### config.mk
export PLATFORM = sky130hd
export DESIGN_NAME = cache_top
export DESIGN_NICKNAME = d
export VERILOG_FILES = /design/src/source/cache_pkg.sv /design/src/source/beat_counter.sv /design/src/source/tag_store.sv /design/src/source/data_store.sv /design/src/source/cache_ctrl.sv /design/src/source/cache_top.sv
export SDC_FILE = /design/constraint.sdc
export NUM_CORES = 2
export LEC_CHECK = 0
export ABC_AREA = 1
export BUFFER_PORTS_ARGS = -buffer_cell sky130_fd_sc_hd__buf_2
export CORE_MARGIN = 2
export CORE_UTILIZATION = 31
export DETAILED_ROUTE_END_ITERATION = 7
export PLACE_DENSITY = 0.46
export RECOVER_POWER = 100
export SLEW_MARGIN = 25
export SYNTH_ARGS = -nofsm -noshare
export SYNTH_HDL_FRONTEND = slang
export SYNTH_MEMORY_MAX_BITS = 65536
export SYNTH_SLANG_ARGS = --single-unit
### constraint.sdc
create_clock -name clk -period 6.3 [get_ports clk]
set_clock_uncertainty 0.15 [all_clocks]
set_input_delay 0.945 -clock clk [delete_from_list [all_inputs] [get_ports clk]]
set_output_delay 0.945 -clock clk [all_outputs]
set_load 0.01 [all_outputs]
### src/source/cache_pkg.sv
// shared widths, bus types and controller states for the cache
// every cache module refers to these by scoped name
// both the cpu side and the memory side are wishbone classic
`default_nettype none

package cache_pkg;

    // word address and data word
    parameter int ADDR_W = 16;
    parameter int WORD_W = 32;

    // geometry of a set
    parameter int NUM_WAYS = 4;
    parameter int WORDS_PER_BLOCK = 4;
    parameter int OFFSET_W = 2;

    // one age per way, 0 is most recent
    parameter int AGE_W = 2;

    typedef logic [1:0] way_t;

    // master side of a wishbone classic bus
    typedef struct packed {
        logic              cyc;
        logic              stb;
        logic              we;
        logic [ADDR_W-1:0] adr;
        logic [WORD_W-1:0] dat;
    } wb_req_t;

    // slave side, ack is a single cycle per transfer
    typedef struct packed {
        logic              ack;
        logic [WORD_W-1:0] dat;
    } wb_rsp_t;

    typedef enum logic [2:0] {
        IDLE,
        LOOKUP,
        WRITEBACK,
        REFILL,
        RESPOND
    } cache_state_e;

endpackage

`default_nettype wire

### src/source/beat_counter.sv
// beat counter for block transfers on the memory bus
// step on each memory ack, clear before a new block
`timescale 1ns/10ps
`default_nettype none

module beat_counter (
    input  wire logic                          clk,
    input  wire logic                          rst_n,
    input  wire logic                          clear,
    input  wire logic                          step,
    output logic [cache_pkg::OFFSET_W-1:0]     beat,
    output logic                               last
);

    typedef logic [cache_pkg::OFFSET_W-1:0] beat_t;

    always_ff @(posedge clk or negedge rst_n)
    begin
        if (!rst_n)
            beat <= '0;
        else if (clear)
            beat <= '0;
        else if (step)
            beat <= beat + 1'b1;
    end

    // final word of the block
    assign last = (beat == beat_t'(cache_pkg::WORDS_PER_BLOCK - 1));

    // the controller must restart the count when the last beat is acked
    a_no_wrap: assert property (@(posedge clk) disable iff (!rst_n)
        step && last |-> clear);

endmodule

`default_nettype wire

### src/source/tag_store.sv
// valid, dirty, tag and LRU age arrays of the cache
// hit and victim come combinationally from addr
// fill, touch and mark_dirty update the way on sel_way at the clock edge
`timescale 1ns/10ps
`default_nettype none

module tag_store #(
    parameter int NUM_SETS = 8
) (
    input  wire logic                           clk,
    input  wire logic                           rst_n,
    input  wire logic [cache_pkg::ADDR_W-1:0]    addr,
    input  wire cache_pkg::way_t                 sel_way,
    input  wire logic                           fill,
    input  wire logic                           touch,
    input  wire logic                           mark_dirty,
    output logic                                hit,
    output cache_pkg::way_t                     hit_way,
    output cache_pkg::way_t                     victim_way,
    output logic                                victim_dirty,
    output logic [cache_pkg::ADDR_W-cache_pkg::OFFSET_W-$clog2(NUM_SETS)-1:0] victim_tag
);

    localparam int IDX_W = $clog2(NUM_SETS);
    localparam int TAG_W = cache_pkg::ADDR_W - cache_pkg::OFFSET_W - IDX_W;

    typedef logic [cache_pkg::AGE_W-1:0] age_t;

    logic [cache_pkg::NUM_WAYS-1:0] valid_q [NUM_SETS];
    logic [cache_pkg::NUM_WAYS-1:0] dirty_q [NUM_SETS];
    age_t                           age_q   [NUM_SETS][cache_pkg::NUM_WAYS];
    logic [TAG_W-1:0]               tag_q   [NUM_SETS][cache_pkg::NUM_WAYS];

    logic [IDX_W-1:0]               index;
    logic [TAG_W-1:0]               tag;
    logic [cache_pkg::NUM_WAYS-1:0] match;

    assign index = addr[cache_pkg::OFFSET_W +: IDX_W];
    assign tag   = addr[cache_pkg::ADDR_W-1 -: TAG_W];

    // parallel compare of all ways
    always_comb
    begin
        match   = '0;
        hit_way = '0;
        for (int w = 0; w < cache_pkg::NUM_WAYS; w++)
        begin
            match[w] = valid_q[index][w] && (tag_q[index][w] == tag);
            if (match[w])
                hit_way = cache_pkg::way_t'(w);
        end
    end

    assign hit = |match;

    always_comb
    begin
        victim_way = '0;
        // oldest way of a full set
        for (int w = cache_pkg::NUM_WAYS - 1; w >= 0; w--)
        begin
            if (age_q[index][w] == age_t'(cache_pkg::NUM_WAYS - 1))
                victim_way = cache_pkg::way_t'(w);
        end
        // lowest invalid way takes priority
        for (int w = cache_pkg::NUM_WAYS - 1; w >= 0; w--)
        begin
            if (!valid_q[index][w])
                victim_way = cache_pkg::way_t'(w);
        end
    end

    assign victim_dirty = valid_q[index][victim_way] && dirty_q[index][victim_way];
    assign victim_tag   = tag_q[index][victim_way];

    always_ff @(posedge clk or negedge rst_n)
    begin
        if (!rst_n)
        begin
            for (int s = 0; s < NUM_SETS; s++)
            begin
                valid_q[s] <= '0;
                dirty_q[s] <= '0;
                // ages start as a permutation, way 3 oldest
                for (int w = 0; w < cache_pkg::NUM_WAYS; w++)
                    age_q[s][w] <= age_t'(w);
            end
        end
        else
        begin
            // fill wins over a refill beat's mark_dirty
            if (fill)
            begin
                valid_q[index][sel_way] <= 1'b1;
                dirty_q[index][sel_way] <= 1'b0;
            end
            else if (mark_dirty)
                dirty_q[index][sel_way] <= 1'b1;

            if (touch)
            begin
                for (int w = 0; w < cache_pkg::NUM_WAYS; w++)
                begin
                    if (cache_pkg::way_t'(w) == sel_way)
                        age_q[index][w] <= '0;
                    else if (age_q[index][w] < age_q[index][sel_way])
                        age_q[index][w] <= age_q[index][w] + 1'b1;
                end
            end
        end
    end

    always_ff @(posedge clk)
    begin
        if (fill)
            tag_q[index][sel_way] <= tag;
    end

    // a tag lives in one way of its set only
    a_one_hit: assert property (@(posedge clk) disable iff (!rst_n)
        $onehot0(match));

endmodule

`default_nettype wire

### src/source/data_store.sv
// block data of all ways and sets, one word per access
// read is combinational, write lands at the clock edge
// one port shared by hit reads, write-back, refill and cpu writes
`timescale 1ns/10ps
`default_nettype none

module data_store #(
    parameter int NUM_SETS = 8
) (
    input  wire logic                              clk,
    input  wire logic [$clog2(NUM_SETS)-1:0]       index,
    input  wire logic [cache_pkg::OFFSET_W-1:0]    offset,
    input  wire cache_pkg::way_t                    way,
    input  wire logic                              we,
    input  wire logic [cache_pkg::WORD_W-1:0]      wdata,
    output logic [cache_pkg::WORD_W-1:0]           rdata
);

    // way, set, word within block
    logic [cache_pkg::WORD_W-1:0] mem_q
        [cache_pkg::NUM_WAYS][NUM_SETS][cache_pkg::WORDS_PER_BLOCK];

    always_ff @(posedge clk)
    begin
        if (we)
            mem_q[way][index][offset] <= wdata;
    end

    // old word is visible until the edge
    assign rdata = mem_q[way][index][offset];

endmodule

`default_nettype wire

### src/source/cache_ctrl.sv
// cache controller FSM
// latches one cpu request, looks it up, writes back a dirty victim,
// refills the block over the memory bus and then acks the cpu
`timescale 1ns/10ps
`default_nettype none

module cache_ctrl #(
    parameter int NUM_SETS = 8
) (
    input  wire logic                                 clk,
    input  wire logic                                 rst_n,
    input  wire cache_pkg::wb_req_t                    cpu_req,
    output cache_pkg::wb_rsp_t                        cpu_rsp,
    output cache_pkg::wb_req_t                        mem_req,
    input  wire cache_pkg::wb_rsp_t                    mem_rsp,
    input  wire logic                                 hit,
    input  wire cache_pkg::way_t                       hit_way,
    input  wire cache_pkg::way_t                       victim_way,
    input  wire logic                                 victim_dirty,
    input  wire logic [cache_pkg::ADDR_W-cache_pkg::OFFSET_W-$clog2(NUM_SETS)-1:0] victim_tag,
    input  wire logic [cache_pkg::WORD_W-1:0]          rd_word,
    input  wire logic [cache_pkg::OFFSET_W-1:0]        beat,
    input  wire logic                                 beat_last,
    output logic                                      beat_clear,
    output logic                                      beat_step,
    output logic [cache_pkg::ADDR_W-1:0]              req_addr,
    output cache_pkg::way_t                           sel_way,
    output logic                                      tag_fill,
    output logic                                      tag_touch,
    output logic                                      data_we,
    output logic [cache_pkg::WORD_W-1:0]              data_wdata,
    output logic [cache_pkg::OFFSET_W-1:0]            data_offset
);

    localparam int IDX_W = $clog2(NUM_SETS);
    localparam int TAG_W = cache_pkg::ADDR_W - cache_pkg::OFFSET_W - IDX_W;

    cache_pkg::cache_state_e      state;
    cache_pkg::cache_state_e      state_nxt;
    logic                         req_we;
    logic [cache_pkg::WORD_W-1:0] req_dat;
    logic [TAG_W-1:0]             wb_tag;
    logic                         gap;
    logic                         mem_busy;
    logic                         mem_done;

    assign mem_busy = (state == cache_pkg::WRITEBACK) || (state == cache_pkg::REFILL);
    assign mem_done = mem_busy && mem_rsp.ack && beat_last;

    always_comb
    begin
        state_nxt = state;
        case (state)
            cache_pkg::IDLE:
                if (cpu_req.cyc && cpu_req.stb)
                    state_nxt = cache_pkg::LOOKUP;
            cache_pkg::LOOKUP:
                if (hit)
                    state_nxt = cache_pkg::RESPOND;
                else if (victim_dirty)
                    state_nxt = cache_pkg::WRITEBACK;
                else
                    state_nxt = cache_pkg::REFILL;
            cache_pkg::WRITEBACK:
                if (mem_done)
                    state_nxt = cache_pkg::REFILL;
            cache_pkg::REFILL:
                if (mem_done)
                    state_nxt = cache_pkg::RESPOND;
            default:
                state_nxt = cache_pkg::IDLE;
        endcase
    end

    always_ff @(posedge clk or negedge rst_n)
    begin
        if (!rst_n)
        begin
            state <= cache_pkg::IDLE;
            gap   <= 1'b0;
        end
        else
        begin
            state <= state_nxt;
            // stb rests one cycle after every memory ack
            gap   <= mem_busy && mem_rsp.ack;
        end
    end

    // request fields stay put until the cpu sees ack
    always_ff @(posedge clk)
    begin
        if (state == cache_pkg::IDLE)
        begin
            req_addr <= cpu_req.adr;
            req_we   <= cpu_req.we;
            req_dat  <= cpu_req.dat;
        end
        if (state == cache_pkg::LOOKUP)
        begin
            sel_way <= hit ? hit_way : victim_way;
            wb_tag  <= victim_tag;
        end
    end

    // memory side, one single cycle per beat
    always_comb
    begin
        mem_req.cyc = mem_busy;
        mem_req.stb = mem_busy && !gap;
        mem_req.we  = (state == cache_pkg::WRITEBACK);
        mem_req.dat = rd_word;
        if (state == cache_pkg::WRITEBACK)
            mem_req.adr = {wb_tag, req_addr[cache_pkg::OFFSET_W +: IDX_W], beat};
        else
            mem_req.adr = {req_addr[cache_pkg::ADDR_W-1:cache_pkg::OFFSET_W], beat};
    end

    always_comb
    begin
        cpu_rsp.ack = (state == cache_pkg::RESPOND);
        cpu_rsp.dat = rd_word;
    end

    // beat count restarts for lookup and after each finished block
    assign beat_clear  = (state == cache_pkg::LOOKUP) || mem_done;
    assign beat_step   = mem_busy && mem_rsp.ack;

    assign tag_fill    = (state == cache_pkg::REFILL) && mem_done;
    assign tag_touch   = (state == cache_pkg::RESPOND);
    // refill beats land in the victim way, cpu writes at the end of RESPOND
    assign data_we     = ((state == cache_pkg::REFILL) && mem_rsp.ack) ||
                         ((state == cache_pkg::RESPOND) && req_we);
    assign data_wdata  = (state == cache_pkg::REFILL) ? mem_rsp.dat : req_dat;
    assign data_offset = mem_busy ? beat : req_addr[cache_pkg::OFFSET_W-1:0];

    // single-cycle ack, only from RESPOND
    a_ack_respond: assert property (@(posedge clk) disable iff (!rst_n)
        cpu_rsp.ack |-> (state == cache_pkg::RESPOND) ##1 !cpu_rsp.ack);

    a_stb_cyc: assert property (@(posedge clk) disable iff (!rst_n)
        mem_req.stb |-> mem_req.cyc);

    // held beat keeps its address until memory acks it
    a_stb_hold: assert property (@(posedge clk) disable iff (!rst_n)
        mem_req.stb && !mem_rsp.ack |=> mem_req.stb && $stable(mem_req.adr));

    a_we_writeback: assert property (@(posedge clk) disable iff (!rst_n)
        mem_req.we |-> (state == cache_pkg::WRITEBACK) && !cpu_rsp.ack);

endmodule

`default_nettype wire

### src/source/cache_top.sv
// four-way write-back, write-allocate cache with LRU replacement
// cpu_req/cpu_rsp face the processor, mem_req/mem_rsp face main memory
// NUM_SETS sets the number of sets and must be a power of two
`timescale 1ns/10ps
`default_nettype none

module cache_top #(
    parameter int NUM_SETS = 8
) (
    input  wire logic              clk,
    input  wire logic              rst_n,
    input  wire cache_pkg::wb_req_t cpu_req,
    output cache_pkg::wb_rsp_t     cpu_rsp,
    output cache_pkg::wb_req_t     mem_req,
    input  wire cache_pkg::wb_rsp_t mem_rsp
);

    localparam int IDX_W = $clog2(NUM_SETS);
    localparam int TAG_W = cache_pkg::ADDR_W - cache_pkg::OFFSET_W - IDX_W;

    // lookup results
    logic                            hit;
    cache_pkg::way_t                 hit_way;
    cache_pkg::way_t                 victim_way;
    logic                            victim_dirty;
    logic [TAG_W-1:0]                victim_tag;

    // block transfer beats
    logic [cache_pkg::OFFSET_W-1:0]  beat;
    logic                            beat_last;
    logic                            beat_clear;
    logic                            beat_step;

    // controller to the stores
    logic [cache_pkg::ADDR_W-1:0]    req_addr;
    cache_pkg::way_t                 sel_way;
    logic                            tag_fill;
    logic                            tag_touch;
    logic                            data_we;
    logic [cache_pkg::WORD_W-1:0]    data_wdata;
    logic [cache_pkg::OFFSET_W-1:0]  data_offset;
    logic [cache_pkg::WORD_W-1:0]    rd_word;

    cache_ctrl #(
        .NUM_SETS (NUM_SETS)
    ) i_ctrl (
        .clk          (clk),
        .rst_n        (rst_n),
        .cpu_req      (cpu_req),
        .cpu_rsp      (cpu_rsp),
        .mem_req      (mem_req),
        .mem_rsp      (mem_rsp),
        .hit          (hit),
        .hit_way      (hit_way),
        .victim_way   (victim_way),
        .victim_dirty (victim_dirty),
        .victim_tag   (victim_tag),
        .rd_word      (rd_word),
        .beat         (beat),
        .beat_last    (beat_last),
        .beat_clear   (beat_clear),
        .beat_step    (beat_step),
        .req_addr     (req_addr),
        .sel_way      (sel_way),
        .tag_fill     (tag_fill),
        .tag_touch    (tag_touch),
        .data_we      (data_we),
        .data_wdata   (data_wdata),
        .data_offset  (data_offset)
    );

    beat_counter i_beat (
        .clk   (clk),
        .rst_n (rst_n),
        .clear (beat_clear),
        .step  (beat_step),
        .beat  (beat),
        .last  (beat_last)
    );

    // every data write marks the way dirty, a refill fill clears it again
    tag_store #(
        .NUM_SETS (NUM_SETS)
    ) i_tags (
        .clk          (clk),
        .rst_n        (rst_n),
        .addr         (req_addr),
        .sel_way      (sel_way),
        .fill         (tag_fill),
        .touch        (tag_touch),
        .mark_dirty   (data_we),
        .hit          (hit),
        .hit_way      (hit_way),
        .victim_way   (victim_way),
        .victim_dirty (victim_dirty),
        .victim_tag   (victim_tag)
    );

    data_store #(
        .NUM_SETS (NUM_SETS)
    ) i_data (
        .clk    (clk),
        .index  (req_addr[cache_pkg::OFFSET_W +: IDX_W]),
        .offset (data_offset),
        .way    (sel_way),
        .we     (data_we),
        .wdata  (data_wdata),
        .rdata  (rd_word)
    );

endmodule

`default_nettype wire

-- Yosys cells after proc, flatten, opt, wreduce, memory -nomap -nowiden
Memory sizes are Yosys's and may differ from the RTL's. A register that Yosys moved wholly into a read port is not among the register bits.
Cells that the tools add are included.
- register bits: 196
- bits of input ports: 86
- output and inout port bits: 84
- memories kept: 2
- memory bits (writable): 4448
- word-level logic and storage cells: 227
- bitwise operators: 16
- add/sub/neg operators: 5
- equal/unequal tests: 19
- magnitude comparators: 14
- muxes and demuxes: 89
- reduce and logical (&&, ||, !) cells: 26
- memories (name ; words ; bits a word ; read ports ; clocked after Yosys merged registers in ; wr ports ; RTL line ; source):
    i_data.mem_q ; 4 ; 1024 ; 1 ; 1 ; 1 ; data_store.sv:20 ; logic [cache_pkg::WORD_W-1:0] mem_q
    i_tags.tag_q ; 8 ; 44 ; 1 ; 1 ; 1 ; tag_store.sv:32 ; logic [TAG_W-1:0] tag_q [NUM_SETS][cache_pkg::NUM_WAYS];
- operators with widths (cell ; number):
    two-way mux 1024 bit ; 1
    two-way mux 64 bit ; 11
    binary-select mux 128 bit (select 3 bit) ; 1
    demux 128 bit (select 3 bit) ; 1
    two-way mux 128 bit ; 3
    bitwise AND 64 bit ; 4
    bitwise mux 64 bit ; 4
    inverter 64 bit ; 4
    two-way mux 32 bit ; 6
    demux 8 bit (select 3 bit) ; 4
    binary-select mux 32 bit (select 2 bit) ; 1
    demux 32 bit (select 2 bit) ; 1
    OR 32 bit ; 2
    == test 11 bit ; 4
    two-way mux 44 bit ; 1
    two-way mux 2 bit ; 18
    two-way mux 11 bit ; 3
    bitwise AND 32 bit ; 1
    inverter 32 bit ; 1
    binary-select mux 4 bit (select 3 bit) ; 2
    binary-select mux 8 bit (select 3 bit) ; 1
    two-way mux 4 bit ; 6
    two-way mux 8 bit ; 3
    binary-select mux 11 bit (select 2 bit) ; 1
    other kinds (35) ; 85

-- Logic depth before layout (Yosys ltp)
- depth after elaboration: 22
- depth in mapped cells: 26
- depth with buffers taken out: 24

-- By module
From an unflattened synthesis, not the netlist that was laid out.
- cell total of the unflattened synthesis: 19416
- area total of the unflattened synthesis: 197076.5 um2
- modules (own cells, without submodules) (module ; seq. area each (um2) ; times used ; cells each ; area an instance (um2)):
    data_store ; 122998.0 ; 1 ; 16410 ; 170512.3
    tag_store ; 13813.2 ; 1 ; 2669 ; 23189.7
    cache_ctrl ; 1961.9 ; 1 ; 325 ; 3276.9
    beat_counter ; 50.0 ; 1 ; 12 ; 97.6

-- Worst setup path before layout
Ideal clock, no wire load.
- path kind: reg2reg
- from: register i_ctrl.state[2]
- to: register i_ctrl.state[1]
- buffers on the path: 0
- library setup time: 0.128 ns
- data arrival time: 4.574 ns
- path slack: 1.448 ns
- cell stages (with the launch flop): 7
- clock period less this slack: 4.852 ns
- data required time: 6.022 ns
- cell sequence: dfrtp_1 -> nor3_1 -> nand2_1 -> o21ai_0 -> nor2_1 -> nand2_1 -> o21ai_0
- word-level cells in the longest chain between the ends: 6
- elaborated cells between the ends (all ways): 12
- classes of those cells: eq/ne (6); mux (1); reduce/logical (5)
- ends and longest elaborated chain (element ; RTL line ; source):
    start, declared ; cache_ctrl.sv:38 ; cache_pkg::cache_state_e state;
    start signal, assigned ; cache_ctrl.sv:79 ; state <= cache_pkg::IDLE;
    start signal, assigned ; cache_ctrl.sv:84 ; state <= state_nxt;
    == test 3 x 2 -> 1 bit ; cache_ctrl.sv:47, cache_ctrl.sv:53 ;
    logical OR 1 bit ; cache_ctrl.sv:47 ; assign mem_busy = (state == cache_pkg::WRITEBACK) || (state == cache_pkg::REFILL);
    logical AND 1 bit (2 in series) ; cache_ctrl.sv:48 ; assign mem_done = mem_busy && mem_rsp.ack && beat_last;
    != test 2 x 1 -> 1 bit (no source line) ; - ;
    AND reduction 3 bit (no source line) ; - ;
Parallel ways exist; a longest one is shown, timed or not.
A chain may end at the register's enable or synchronous reset.

==> impl_metrics.json <==
{
  "switching_share_pct": 38.2,
  "drc": 0,
  "worst_ep_arrival_time_ps": 5070,
  "synthTopCellsByArea": "edfxtp_1, nor2_1, o32ai_1, nand2_1, o21ai_0",
  "synthArstFlopShare_pct": 2.88,
  "syn_area_um2": 186000,
  "placement.io_buffers": 169,
  "io_pins": 170,
  "utilization_pct": 36.0,
  "rows": 284,
  "fp.coreArea_um2": 598000,
  "clkPwrFrac_pct": 27.9,
  "grt_max_degree": 178,
  "dp_cells": 22300,
  "finalSetupViolCount": 0,
  "first_pass_iters": 6,
  "ys_ff_latch": 4649,
  "worstHoldPathType": "in -> reg",
  "synth_most_common_cell": "edfxtp_1",
  "reg2reg_slack_ps": 470,
  "critPathRequiredTime_ps": 5200,
  "fp.dieH_um": 778,
  "synth_common_cells": "edfxtp_1, nor2_1, nand2_1",
  "finalHoldViolations": 0,
  "cts_tree": "built",
  "post_dp_cell_area_um2": 199000,
  "syn_nets": 14700,
  "yosysSeqAreaShare_pct": 74.7,
  "ys.flop_type": "edfxtp_1",
  "drtAntennaViolNets": 0,
  "fin_crit_ps": 6170,
  "setup_ws_ps": 135,
  "irDropWorstVdd_mv": 0.484,
  "synthToLayoutAreaGrowth_pct": 15.8,
  "cts_buffers": 532,
  "vias": 121000,
  "postLayoutCellArea_um2": 215000,
  "p_int_mw": 65.1,
  "crit_path_end_kind": "output port",
  "rsz0062_at_grt": "true",
  "timing.final.crit_share_pct": 97.9,
  "worstSetupPathType": "reg -> out",
  "yosysTopAreaCellShare_pct": 72.8,
  "maxCapViolCount": 44,
  "violations": "capacitance limit, slew limit",
  "drtIter0Drc": 12600,
  "yosys.area.top_type": "edfxtp_1",
  "worst_pin_slew_ps": 3580,
  "synth_cell_types": 41,
  "nFillCells": 57900,
  "drive_above_1_share_pct": 10.4,
  "place.gp.congestion": 0.812,
  "power_density_nw_per_um2": 489,
  "via_per_inst": 5.18,
  "grt-ovfl-total": 0,
  "holdWs_ps": 186,
  "start_util_pct": 31.1,
  "p_leak_nw": 71.0,
  "path_max_fanout": 70,
  "die_area_um2": 606000,
  "cts_sinks": 4649,
  "yosysWarnings": 0,
  "p_comb_share_pct": 33.8,
  "multi_input_area_um2": 42000,
  "post_drt_wl_per_cell_um": 27.2,
  "ctsRootBufferMaster": "clkbuf_16",
  "final_nets": 15000,
  "path_clk_slew_ps": 60,
  "seqCellArea_um2": 139000,
  "setup_tns_ps": 0,
  "grt_pass1_wl_um": 890000,
  "status": "finished with violations",
  "clock_latency_ps": 1060,
  "seqPwrFrac_pct": 38.3,
  "final_cells": 23300,
  "wl_um": 635000,
  "synth.avg_cell_area_um2": 12.7,
  "cts_htree_levels": 6,
  "synth-edff-count": 4510,
  "fmax_mhz": 162,
  "grt_usage_pct": 20.3,
  "drv_slew": 2329,
  "dp_slack_ps": 899,
  "antenna_found_initial": 32,
  "p_switching_mw": 40.2,
  "die_w_um": 778,
  "post-dp-hpwl_um": 358000,
  "startpoint_type": "flip-flop",
  "first_global_vias": 114000,
  "syn_inst": 14600,
  "design_power_total_mw": 105,
  "cts_buffer_depth": 4,
  "slew_headroom_pct": -138
}
-- state kept, by name, indices dropped and copies added (netlist names), named ones only --
name,cells
i_beat.beat,2
i_ctrl.gap,1
i_ctrl.req_addr,16
i_ctrl.req_dat,32
i_ctrl.req_we,1
i_ctrl.sel_way,2
i_ctrl.state,3
i_ctrl.wb_tag,11
i_data.mem_q,4096
i_tags.age_q,64
i_tags.tag_q,352
i_tags.valid_q,32
-- layout make-up --
| type | count | share of cell area (%) |
|---|---|---|
| diodes | 14 | 0.0163 |
| multi-input cells | 8510 | 19.5 |
| clock inverters | 238 | 0.875 |
| clock buffers | 701 | 6.63 |
| inverters | 460 | 0.831 |
| repair buffers | 743 | 2.92 |
| flip-flops and latches | 4649 | 64.5 |
| well taps | 8008 | 4.66 |
-- layout by cell type (no fill, tap or decap), drive strengths merged, types with 228 or more instances in the layout --
| cell type | instances |
|---|---|
| buf | 626 |
| clkbuf | 771 |
| edfxtp | 4510 |
| inv | 487 |
| nand2 | 1985 |
| nand3 | 353 |
| nand4 | 228 |
| nor2 | 3295 |
| o21ai | 1318 |
| o32ai | 986 |
-- worst paths after layout --
| path | to | cells after the start | startpoint |
|---|---|---|---|
| max in group asynchronous | i_tags.age_q[13] | 3 | rst_n |
| worst max register to register | i_data.mem_q[3][225] | 7 | i_ctrl.state[2] |
| worst min register to register | i_tags.valid_q[30] | 2 | i_tags.valid_q[30] |
| worst max-delay path | cpu_rsp[31] | 10 | flip-flop |
| min in group asynchronous | i_beat.beat[0] | 2 | rst_n |
| worst min-delay path | i_ctrl.gap | 3 | mem_rsp[32] |
-- critical path, cell delays in order, from the launching register on --
cell	delay [ps]
dfxtp_4	490
inv_8	550
buf_12	400
buf_4	490
nor2_1	70
o32ai_1	480
nand2_1	240
nand4_1	180
o21ai_0	250
nand4_1	460
buf_2	230
-- power groups by stage --
stage,logic [mW],clock network [mW],registers [mW]
6_report,35.6,29.3,40.3
5_1_grt,38.4,31.0,40.4
4_1_cts,36.3,29.9,40.0
3_5_place_dp,36.2,0,40.7
3_3_place_gp,36.3,0,40.7
2_1_floorplan,19.7,0,41.1
-- routing by layer --
| metal | vias to the layer above | part of all wire (%) | routed length, um | track usage [%] |
|---|---|---|---|---|
| met2 | 3665 | 47 | 299000 | 33.3 |
| met1 | 62500 | 44 | 282000 | 28.4 |
| met4 | 2 | 3.0 | 19200 | 5.76 |
| li1 | 53800 | - | - | - |
| met5 | - | 0.0020 | 13 | 0 |
| met3 | 770 | 5.5 | 35200 | 2.60 |
-- repair_timing --
item	4_1_cts	5_1_grt
hold endpoints to repair	100	0
resized for setup	5	2
pin swaps	1	0
endpoints found under the setup margin	8	6
buffers inserted	1	0
hold buffers	47	0
-- logic make-up (layout without fill, tap and decap cells) --
logic type / Yosys count / count (layout) / synth area share (%)
AOI/OAI and AO/OA: 2572 / 2572 / 9.20
muxes: 38 / 38 / 0.205
xor gates and xnor gates: 1 / 1 / 0.00471
adders and majority gates: 9 / 9 / 0.0606
DFF: 4649 / 4649 / 74.7
other: 0 / 14 / 0
buffers and inverters: 1453 / 2142 / 3.27
and+or+nand+nor: 5890 / 5890 / 12.5
(Power assumes the default switching activity.)
